## src/logic/rom_load_pkg.sv

```systemverilog
`default_nettype none

package rom_load_pkg;

	// Download channel and memory geometry
	localparam int DL_ADDR_W   = 25;
	localparam int WORD_ADDR_W = 15;
	localparam int DATA_W      = 16;

	// First byte address past the graphics region
	localparam logic [DL_ADDR_W-1:0] ROM_BYTES = DL_ADDR_W'(2 * 2 * (1 << WORD_ADDR_W));

	// Access slot rotation, stands in for the 3:1 clock ratio
	localparam int SLOT_COUNT = 3;
	localparam int SLOT_W     = $clog2(SLOT_COUNT);

	localparam logic [SLOT_W-1:0] SLOT_WRITE = SLOT_W'(0);
	localparam logic [SLOT_W-1:0] SLOT_CPU   = SLOT_W'(1);
	localparam logic [SLOT_W-1:0] SLOT_GFX   = SLOT_W'(2);

	localparam logic REGION_PROGRAM = 1'b0;
	localparam logic REGION_GFX     = 1'b1;

	// Download byte address, as one number or split into its fields
	typedef union packed {
		logic [DL_ADDR_W-1:0] flat;
		struct packed {
			logic [DL_ADDR_W-WORD_ADDR_W-3:0] high;
			logic                             region;
			logic [WORD_ADDR_W-1:0]           word;
			logic                             lane;
		} fields;
	} dl_addr_u;

endpackage

`default_nettype wire

```

## src/logic/download_requester.sv

```systemverilog
`default_nettype none

module download_requester import rom_load_pkg::*; (
	input  wire                   clk_sd,
	input  wire                   rst,
	input  wire                   dl_active,
	input  wire                   dl_wr,
	input  wire [DL_ADDR_W-1:0]   dl_addr,
	input  wire [7:0]             dl_data,
	input  wire                   prog_ack,
	input  wire                   gfx_ack,
	output logic                  prog_req,
	output logic                  gfx_req,
	output logic [WORD_ADDR_W-1:0] wr_word,
	output logic                  wr_lane,
	output logic [7:0]            wr_data,
	output logic                  dl_overrun
);

	logic     dl_wr_q;
	logic     cap_valid;
	dl_addr_u cap_addr;
	logic [7:0] cap_data;
	logic     wr_busy;
	logic     out_of_range;

	// A write is outstanding on either region port
	assign wr_busy      = (prog_req != prog_ack) || (gfx_req != gfx_ack);
	assign out_of_range = cap_addr.flat >= ROM_BYTES;

	// Capture stage for the strobe edge
	always_ff @(posedge clk_sd) begin
		if (rst) begin
			dl_wr_q   <= 1'b0;
			cap_valid <= 1'b0;
		end else begin
			dl_wr_q   <= dl_wr;
			cap_valid <= dl_active && dl_wr && !dl_wr_q;
		end
	end

	always_ff @(posedge clk_sd) begin
		if (dl_wr && !dl_wr_q) begin
			cap_addr.flat <= dl_addr;
			cap_data      <= dl_data;
		end
	end

	// Request stage, one write in flight at a time
	always_ff @(posedge clk_sd) begin
		if (rst) begin
			prog_req   <= 1'b0;
			gfx_req    <= 1'b0;
			dl_overrun <= 1'b0;
		end else if (cap_valid) begin
			if (wr_busy || out_of_range) begin
				dl_overrun <= 1'b1;
			end else if (cap_addr.fields.region == REGION_GFX) begin
				gfx_req <= ~gfx_req;
			end else begin
				prog_req <= ~prog_req;
			end
		end
	end

	// Fields stay put until the store acknowledges
	always_ff @(posedge clk_sd) begin
		if (cap_valid && !wr_busy && !out_of_range) begin
			wr_word <= cap_addr.fields.word;
			wr_lane <= cap_addr.fields.lane;
			wr_data <= cap_data;
		end
	end

endmodule

`default_nettype wire

```

## config.mk

```make
export PLATFORM = sky130hd
export DESIGN_NAME = download_requester
export DESIGN_NICKNAME = d
export VERILOG_FILES = /design/src/logic/rom_load_pkg.sv /design/src/logic/download_requester.sv
export SDC_FILE = /design/constraint.sdc
export NUM_CORES = 1
export LEC_CHECK = 0
export BUFFER_PORTS_ARGS = -buffer_cell sky130_fd_sc_hd__buf_2
export CORE_MARGIN = 2
export CORE_UTILIZATION = 45
export CTS_BUF_LIST = sky130_fd_sc_hd__clkbuf_2
export CTS_CLUSTER_DIAMETER = 80
export DETAILED_ROUTE_END_ITERATION = 12
export GPL_TIMING_DRIVEN = 0
export PLACE_DENSITY_LB_ADDON = 0.05
export SYNTH_ARGS = -nofsm -noshare
export SYNTH_HDL_FRONTEND = slang
export SYNTH_SLANG_ARGS = --single-unit
```

## constraint.sdc

```tcl
create_clock -name clk_sd -period 2.2 [get_ports clk_sd]
set_input_delay 0.11 -clock clk_sd [delete_from_list [all_inputs] [get_ports clk_sd]]
set_output_delay 0.11 -clock clk_sd [all_outputs]
set_load 0.02 [all_outputs]
```

==> results of run 1 <==
-- sequential cells by signal, summed over array words and instances, names as in the netlist --
register,count
cap_addr,25
wr_word,15
cap_data,8
wr_data,8
cap_valid,1
dl_overrun,1
dl_wr_q,1
gfx_req,1
prog_req,1
wr_lane,1
-- cells by family (layout without fill, tap and decap cells) --
family,after synthesis,in the layout,share of synthesized area (%)
flip-flops,62,62,93.0
AO/OA/AOI/OAI,5,5,1.54
XOR/XNOR,2,2,0.899
AND/OR/NAND/NOR,10,10,4.17
buffers and inverters,2,118,0.386
-- placed cells by master, fill, tap and decap left out --
cell and instances:
nor4_2 2, a21oi_1 3, nor2_4 1, nor2b_1 1, and3b_1 1, inv_1 2, clkbuf_2 12, nor2b_4 1
clkinv_1 2, dfxtp_1 5, edfxtp_1 57, nand4_2 1, buf_2 65, or4_1 2, clkinv_2 1, dlygate4sd3_1 36
xnor2_1 2, o31ai_1 2, nor2_1 1
-- stage by stage --
stage	worst slack, ps	setup TNS [ps]	std cells	utilization [%]
floorplan	299	0	81	-
global placement	-43.5	-1020	196	57.3
detailed placement	-78.2	-1860	196	57.4
CTS	258	0	247	68.1
global route	158	0	247	68.1
finish	289	0	247	68.1
-- cell type report --
type,instances,area (um^2),area share (%)
multi-input combinational,17,144,5.17
tap,50,62.6,2.25
timing repair buffer,101,686,24.6
clock inverter,3,12.5,0.449
clock buffer,12,60.1,2.16
sequential,62,1810,65.1
inverter,2,7.51,0.270
-- worst max-delay path, delay by kind of cell, from the launching register on --
| kind | cells | cell delay, ps |
|---|---|---|
| flip-flops | 1 | 420 |
| AND/OR/NAND/NOR | 3 | 1130 |
-- where the power goes --
part | switching, uW | internal (uW)
sequential | 11.0 | 1330
clock | 361 | 149
combinational | 38.3 | 70.9
total | 410 | 1550
-- per-layer routing --
layer	up-vias	track usage, %	part of all wire (%)
met3	11	5.23	6.1
met4	0	11.3	3.5
met2	49	24.3	50
met5	-	0	0
met1	507	15.1	40
li1	544	-	-
-- how the worst min path moves through the flow --
stage | startpoint | to | slack [ps]
CTS | prog_ack | dl_overrun | 130
detailed placement | dl_addr[16] | cap_addr[16] | 290
global placement | dl_addr[23] | cap_addr[23] | 290
finish | prog_ack | dl_overrun | 170
global route | prog_ack | dl_overrun | 160
floorplan | rst | gfx_req | 180
-- repair_timing --
| item | CTS | global route |
|---|---|---|
| endpoints found under the setup margin | 24 | 0 |
| resized for setup | 1 | 0 |
| hold buffers | 36 | 0 |
| endpoints found under the hold margin | 38 | 0 |
==> results.toml, run 1 <==
[run_status]
status = "complete, no violations"

[worst_hold_path]
min_path_cells = 5
hp-class = "in -> reg"

[clocking]
insertion_delay_ps = 460
cts_root_buf = "clkbuf_2"
cts_buffers = 9
cts.sinks = 62
path_clk_slew_ps = 140
tritoncts = "yes"
cts_setup_buffers = 0
clockBufferDepth = 2
cts_htree_levels = 3

[yosys]
netlist.area_leader.share_pct = 87.9
yosysSeqAreaShare_pct = 93.0
syn_area_mm2 = 0.00195
synth_edf_count = 57
ys_types = 12
syn_nets = 120
synth.most_common_cell = "edfxtp_1"
synth-seq-cells = 62
synth_top_cell_by_area = "edfxtp_1"
syn_avg_cell_area_um2 = 24.1
ys_warn_count = 0
ys.flop_type = "edfxtp_1"
synthTopCellsByCount = "edfxtp_1, dfxtp_1, a21oi_1"
async_flop_share_pct = 0
netlist_instances = 81
synth_area_leaders = "edfxtp_1, dfxtp_1, nor4_2"

[sta]
slew_headroom_pct = 39.6
final-setup-viol-count = 0
rsz0062_at_grt = "no"
tightest_slew_ps = 904
fin_crit_sh_pct = 86.9
whs_ps = 166
drv_slew = 0
hold_viol = 0
period_minus_slack_ps = 1910
max_freq_mhz = 523
skew_ps = 21.1

[grt]
track_usage_pct = 14.7
gr-total-overflow = 0
grt_max_degree = 35
grt_pass1_vias = 1201
antenna_found_initial = 0
grt_pass1_wl_um = 5180

[place]
place_area_mm2 = 0.00235
globalplace.congestion = 0.652
dp_hpwl_um = 1990
portBuffers = 65

[worst_setup_path]
critPathMaxFanout = 24
cp.required_ps = 2300
critPathMaxStageDelay_ps = 570
end_kind = "flop"
timing.rr.end = "wr_word[8]"
worstSetupPathType = "reg -> reg"
crit_path_start_kind = "flop"
cp-startpoint = "cap_addr[17]"
r2r_cells = 3
cp.arrival_ps = 2010
crit_end = "wr_word[8]"
crit_path_top_delay_cell = "nor2_4"
worstReg2RegStart = "cap_addr[17]"
path_cells = "nor4_2, nand4_2, nor2_4"
rrSetupSlack_ps = 290

[power_and_ir_drop]
design_power_total_uw = 1960
powerDensity_mw_per_mm2 = 703
peakVddDrop_mv = 0.453
p_leak_uw = 0.00108

[cells_and_area]
fill_cells = 305
post-route-cell-area_mm2 = 0.00278
drive_above_1_share_pct = 42.1
final_nets = 232
area_growth_pct = 42.9
antennaDiodeCount = 0

[detailed_routing]
vias_per_cell = 4.50
vias = 1111
drt-total-wl_um = 3290
dr.pass1.iters = 4
drtIter0Drc = 81
drc = 0
wl_per_cell_um = 13.3
postRouteAntennaNets = 0

[floorplanning]
pin_count = 66
core_area_mm2 = 0.00409
die_h_um = 69.8
fp.dieArea_mm2 = 0.00487
fp-row-count = 23
start_util_pct = 47.7
dieWidth_um = 69.8

[flow_run]
max-cap-violations = 0
(Power assumes the default switching activity.)
==> run 2: changes to the inputs <==
Settings changed: CORE_UTILIZATION 45 to 44, CTS_BUF_LIST sky130_fd_sc_hd__clkbuf_2 to sky130_fd_sc_hd__clkbuf_16.
==> run 2 against run 1 <==
Against the previous run: combinational power is 4% lower; critical endpoint is now wr_word[0]; core utilization is 0.30 points lower; design area is 5.3% higher; first-iteration DRC count is 46% lower; register-to-register slack is essentially flat; highest routed layer unchanged; non-clock buffer count shrank 3; flip-flop and latch count did not move; global-route usage is 1.1 points lower.
==> results.toml, run 2 (synthesized netlist as in run 1, its figures left out) <==
[clocking]
path_clk_slew_ps = 50
tritoncts = "yes"
cts_htree_levels = 3
cts.sinks = 62
clockBufferDepth = 2
cts_buffers = 9
cts_setup_buffers = 0
insertion_delay_ps = 310
cts_root_buf = "clkbuf_16"

[sta]
tns_ps = 0
period_minus_slack_ps = 1910
slew_headroom_pct = 38.9
max_freq_mhz = 524
skew_ps = 7.05
final-setup-viol-count = 0
fin_ws_ps = 292
fin_crit_sh_pct = 86.7
tightest_slew_ps = 915
rsz0062_at_grt = "no"
drv_slew = 0
hold_viol = 0

[grt]
grt_pass1_wl_um = 4960
track_usage_pct = 13.6
grt_pass1_vias = 1123
grt_max_degree = 35
gr-total-overflow = 0
antenna_found_initial = 0

[detailed_routing]
dr.pass1.iters = 4
postRouteAntennaNets = 0
vias_per_cell = 4.50
drt-total-wl_um = 3160
vias = 1107
drc = 0
drtIter0Drc = 44
wl_per_cell_um = 12.8

[cells_and_area]
final_common_cell = "buf_2"
fin_cells = 246
area_growth_pct = 50.5
top_register = "cap_addr"
antennaDiodeCount = 0
fill_cells = 312
final_nets = 229
top_regs = "cap_addr x25, wr_word x15"
most-common-layout-cells = "buf_2, edfxtp_1, dlygate4sd3_1"
drive_above_1_share_pct = 41.2
largest_reg_flops = 25
post-route-cell-area_mm2 = 0.00293

[worst_setup_path]
end_kind = "flop"
cp.required_ps = 2140
cp.arrival_ps = 1850
crit_path_start_kind = "flop"
worstSetupPathType = "reg -> reg"
critPathMaxFanout = 24

[floorplanning]
fp-row-count = 24
start_util_pct = 45.1
die_h_um = 70.5
dieWidth_um = 70.5
fp.dieArea_mm2 = 0.00498
core_area_mm2 = 0.00432
pin_count = 66

[power_and_ir_drop]
design_power_total_uw = 2590
p_leak_uw = 0.00115
peakVddDrop_mv = 0.661
powerDensity_mw_per_mm2 = 884

[place]
portBuffers = 65
globalplace.congestion = 0.699
post-place-ws_ps = -147
place_area_mm2 = 0.00235
dp_hpwl_um = 1890
dp_cells = 198

[run_status]
status = "complete, no violations"

[worst_hold_path]
hp-class = "in -> reg"

[flow_run]
max-cap-violations = 0
==> run 2: cell count changes in the layout (fill, tap and decap cells not counted) <==
cell	delta
clkbuf_16	+9
dlygate4sd3_1	-3
inv_1	+3
clkbuf_2	-12
==> run 2: timing repair <==
action                                  in CTS  in global routing
resized for setup                            1                  0
hold buffers                                33                  0
endpoints found under the hold margin       33                  0
endpoints found under the setup margin      24                  0
==> run 2: critical path: stages (launching register included) <==
cell      delay (ps)
edfxtp_1         380
nor4_2           340
nand4_2          220
nor2_4           580
==> run 2: cell type report <==
cell class	count	area (um^2)	area share, %
Timing Repair Buffer	98	656	22.4
Clock buffer	9	225	7.68
Clock inverter	6	23.8	0.811
Tap cell	52	65.1	2.22
Inverter	2	7.51	0.256
Multi-Input combinational cell	17	144	4.91
Sequential cell	62	1810	61.8
==> run 2: power breakdown <==
group,switching (uW),internal [uW]
Sequential,10.9,1330
Clock,414,728
Combinational,37.6,67.4
Total,463,2130
==> run 2: layer usage <==
layer | part of all wire, % | vias to the layer above | global-route usage (%)
li1 | - | 541 | -
met1 | 41 | 518 | 15.9
met2 | 50 | 44 | 21.4
met3 | 7.2 | 4 | 5.41
met4 | 1.2 | 0 | 8.18
met5 | 0 | - | 0
==> run 2: path summary, 6_finish.rpt <==
| path | start | end | slack [ps] | cells after the start |
|---|---|---|---|---|
| max | cap_addr[17] | wr_word[0] | 290 | 3 |
| min | rst | gfx_req | 20 | 2 |
| max reg2reg | cap_addr[17] | wr_word[0] | 290 | 3 |
| min reg2reg | cap_addr[11] | wr_word[10] | 410 | 0 |
==> run 2: through the flow <==
stage / hold WS, ps / util (%)
floorplan: 179 / -
global placement: 286 / 54.2
detailed placement: 288 / 54.3
CTS: 13.7 / 67.8
global route: 31.2 / 67.8
finish: 21.4 / 67.8
==> run 3: changes to the inputs <==
Settings changed: CORE_UTILIZATION 44 to 45, CTS_BUF_LIST sky130_fd_sc_hd__clkbuf_16 to sky130_fd_sc_hd__clkbuf_8.
==> run 3 against run 2 <==
Against the previous run: combinational power hardly changed; wire length rose by 6.1%; register-to-register slack barely moved; via count grew 0.36%; total power decreased by 14%; core utilization is 1.9 points higher; critical path depth did not move; sequential share of layout area rose by 1.8 points; clock power down 32%; non-clock buffer count is 2 higher; fmax shrank 0.30%; die area decreased by 2.1%; largest cell class unchanged; highest routed layer unchanged.
==> results.toml, run 3 (synthesized netlist as in run 1, its figures left out) <==
[grt]
grt_pass1_wl_um = 5310
grt_pass1_vias = 1179
grt_max_degree = 35
antenna_found_initial = 0
gr-total-overflow = 0
track_usage_pct = 15.3

[worst_hold_path]
hp-class = "in -> reg"
min_from = "dl_active"
hold_end = "cap_valid"
min_path_cells = 2

[floorplanning]
dieWidth_um = 69.8
die_h_um = 69.8
pin_count = 66
core_area_mm2 = 0.00409
start_util_pct = 47.7
fp-row-count = 23
fp.dieArea_mm2 = 0.00487

[detailed_routing]
vias_per_cell = 4.52
drt-total-wl_um = 3350
drtIter0Drc = 107
postRouteAntennaNets = 0
wl_per_cell_um = 13.6
drc = 0
dr.pass1.iters = 4
vias = 1111

[power_and_ir_drop]
p_leak_uw = 0.00111
peakVddDrop_mv = 0.424
powerDensity_mw_per_mm2 = 780

[sta]
drv_slew = 0
slew_headroom_pct = 38.1
max_freq_mhz = 523
final-setup-viol-count = 0
rsz0062_at_grt = "no"
fin_crit_sh_pct = 87.0
skew_ps = 5.41
hold_viol = 0
period_minus_slack_ps = 1910
tightest_slew_ps = 927

[cells_and_area]
antennaDiodeCount = 0
fin_util_pct = 69.7
fill_cells = 300
final_common_cell = "buf_2"
most-common-layout-cells = "buf_2, edfxtp_1, dlygate4sd3_1"
largest_reg_flops = 25
final_nets = 231
drive_above_1_share_pct = 40.8
top_regs = "cap_addr x25, wr_word x15"
top_register = "cap_addr"
fin_cells = 246
area_growth_pct = 46.2
post-route-cell-area_mm2 = 0.00285

[clocking]
cts_root_buf = "clkbuf_8"
path_clk_slew_ps = 60
cts.sinks = 62
cts_buffers = 9
tritoncts = "yes"
cts_htree_levels = 3
clockBufferDepth = 2
cts_setup_buffers = 0
insertion_delay_ps = 330

[place]
portBuffers = 65
globalplace.congestion = 0.652
dp_hpwl_um = 1990
dp_cells = 196
place_area_mm2 = 0.00235

[run_status]
status = "complete, no violations"

[worst_setup_path]
crit_path_start_kind = "flop"
critical_path_buf_inv_count = 0
critPathMaxFanout = 24
cp.required_ps = 2160
end_kind = "flop"
worstSetupPathType = "reg -> reg"
worstReg2RegStart = "cap_addr[17]"
r2r_cells = 3
cp.arrival_ps = 1880
rrSetupSlack_ps = 290
critPathMaxStageDelay_ps = 590
path_cells = "nor4_2, nand4_2, nor2_4"
crit_path_top_delay_cell = "nor2_4"
timing.rr.end = "wr_word[8]"
crit_family = "simple AND/OR/NAND/NOR gates"

[flow_run]
max-cap-violations = 0
## run 3: cell count changes in the layout (fill, tap and decap cells not counted), sizes merged
cell,before,now
dlygate4sd3,33,35
## run 3: power breakdown
| part | internal [uW] | total [uW] | switching [uW] |
|---|---|---|---|
| Combinational | 69.7 | 108 | 38.7 |
| Clock | 379 | 772 | 392 |
| Sequential | 1330 | 1340 | 11.1 |
| Total | 1780 | 2220 | 442 |
## run 3: timing repair
action	4_1_cts	5_1_grt
endpoints found under the setup margin	24	0
hold buffers	35	0
resized for setup	1	0
endpoints found under the hold margin	37	0
## run 3: how the worst max path moves through the flow
stage	start	end	slack (ps)	cells past startpoint
after CTS	cap_addr[17]	wr_word[8]	270	3
after global placement	cap_addr[17]	wr_word[1]	-40	3
after detailed placement	cap_addr[17]	wr_data[6]	-80	3
final	cap_addr[17]	wr_word[8]	290	3
after global routing	cap_addr[17]	wr_word[8]	160	3
after floorplan	cap_addr[18]	wr_data[0]	300	3
## run 3: per-stage QoR
| stage | worst slack [ps] | setup TNS [ps] | hold slack [ps] | power [uW] |
|---|---|---|---|---|
| floorplan | 299 | 0 | 179 | 1380 |
| global placement | -43.5 | -1020 | 286 | 1420 |
| detailed placement | -78.2 | -1860 | 288 | 1430 |
| CTS | 274 | 0 | 16.0 | 2240 |
| global route | 164 | 0 | 17.1 | 2320 |
| finish | 286 | 0 | 28.6 | 2220 |
## run 3: layout make-up
class / instances / area [um^2] / area share (%)
inverters: 2 / 7.51 / 0.264
clock buffers: 9 / 124 / 4.35
clock inverters: 6 / 23.8 / 0.834
multi-input cells: 17 / 144 / 5.05
repair buffers: 100 / 676 / 23.7
flip-flops and latches: 62 / 1810 / 63.6
well taps: 50 / 62.6 / 2.20
## run 3: metal layers
metal	GRT usage, %	part of all wire (%)
met5	0	0
met4	12.6	3.4
met3	5.96	7.0
met2	23.7	49
met1	16.4	40
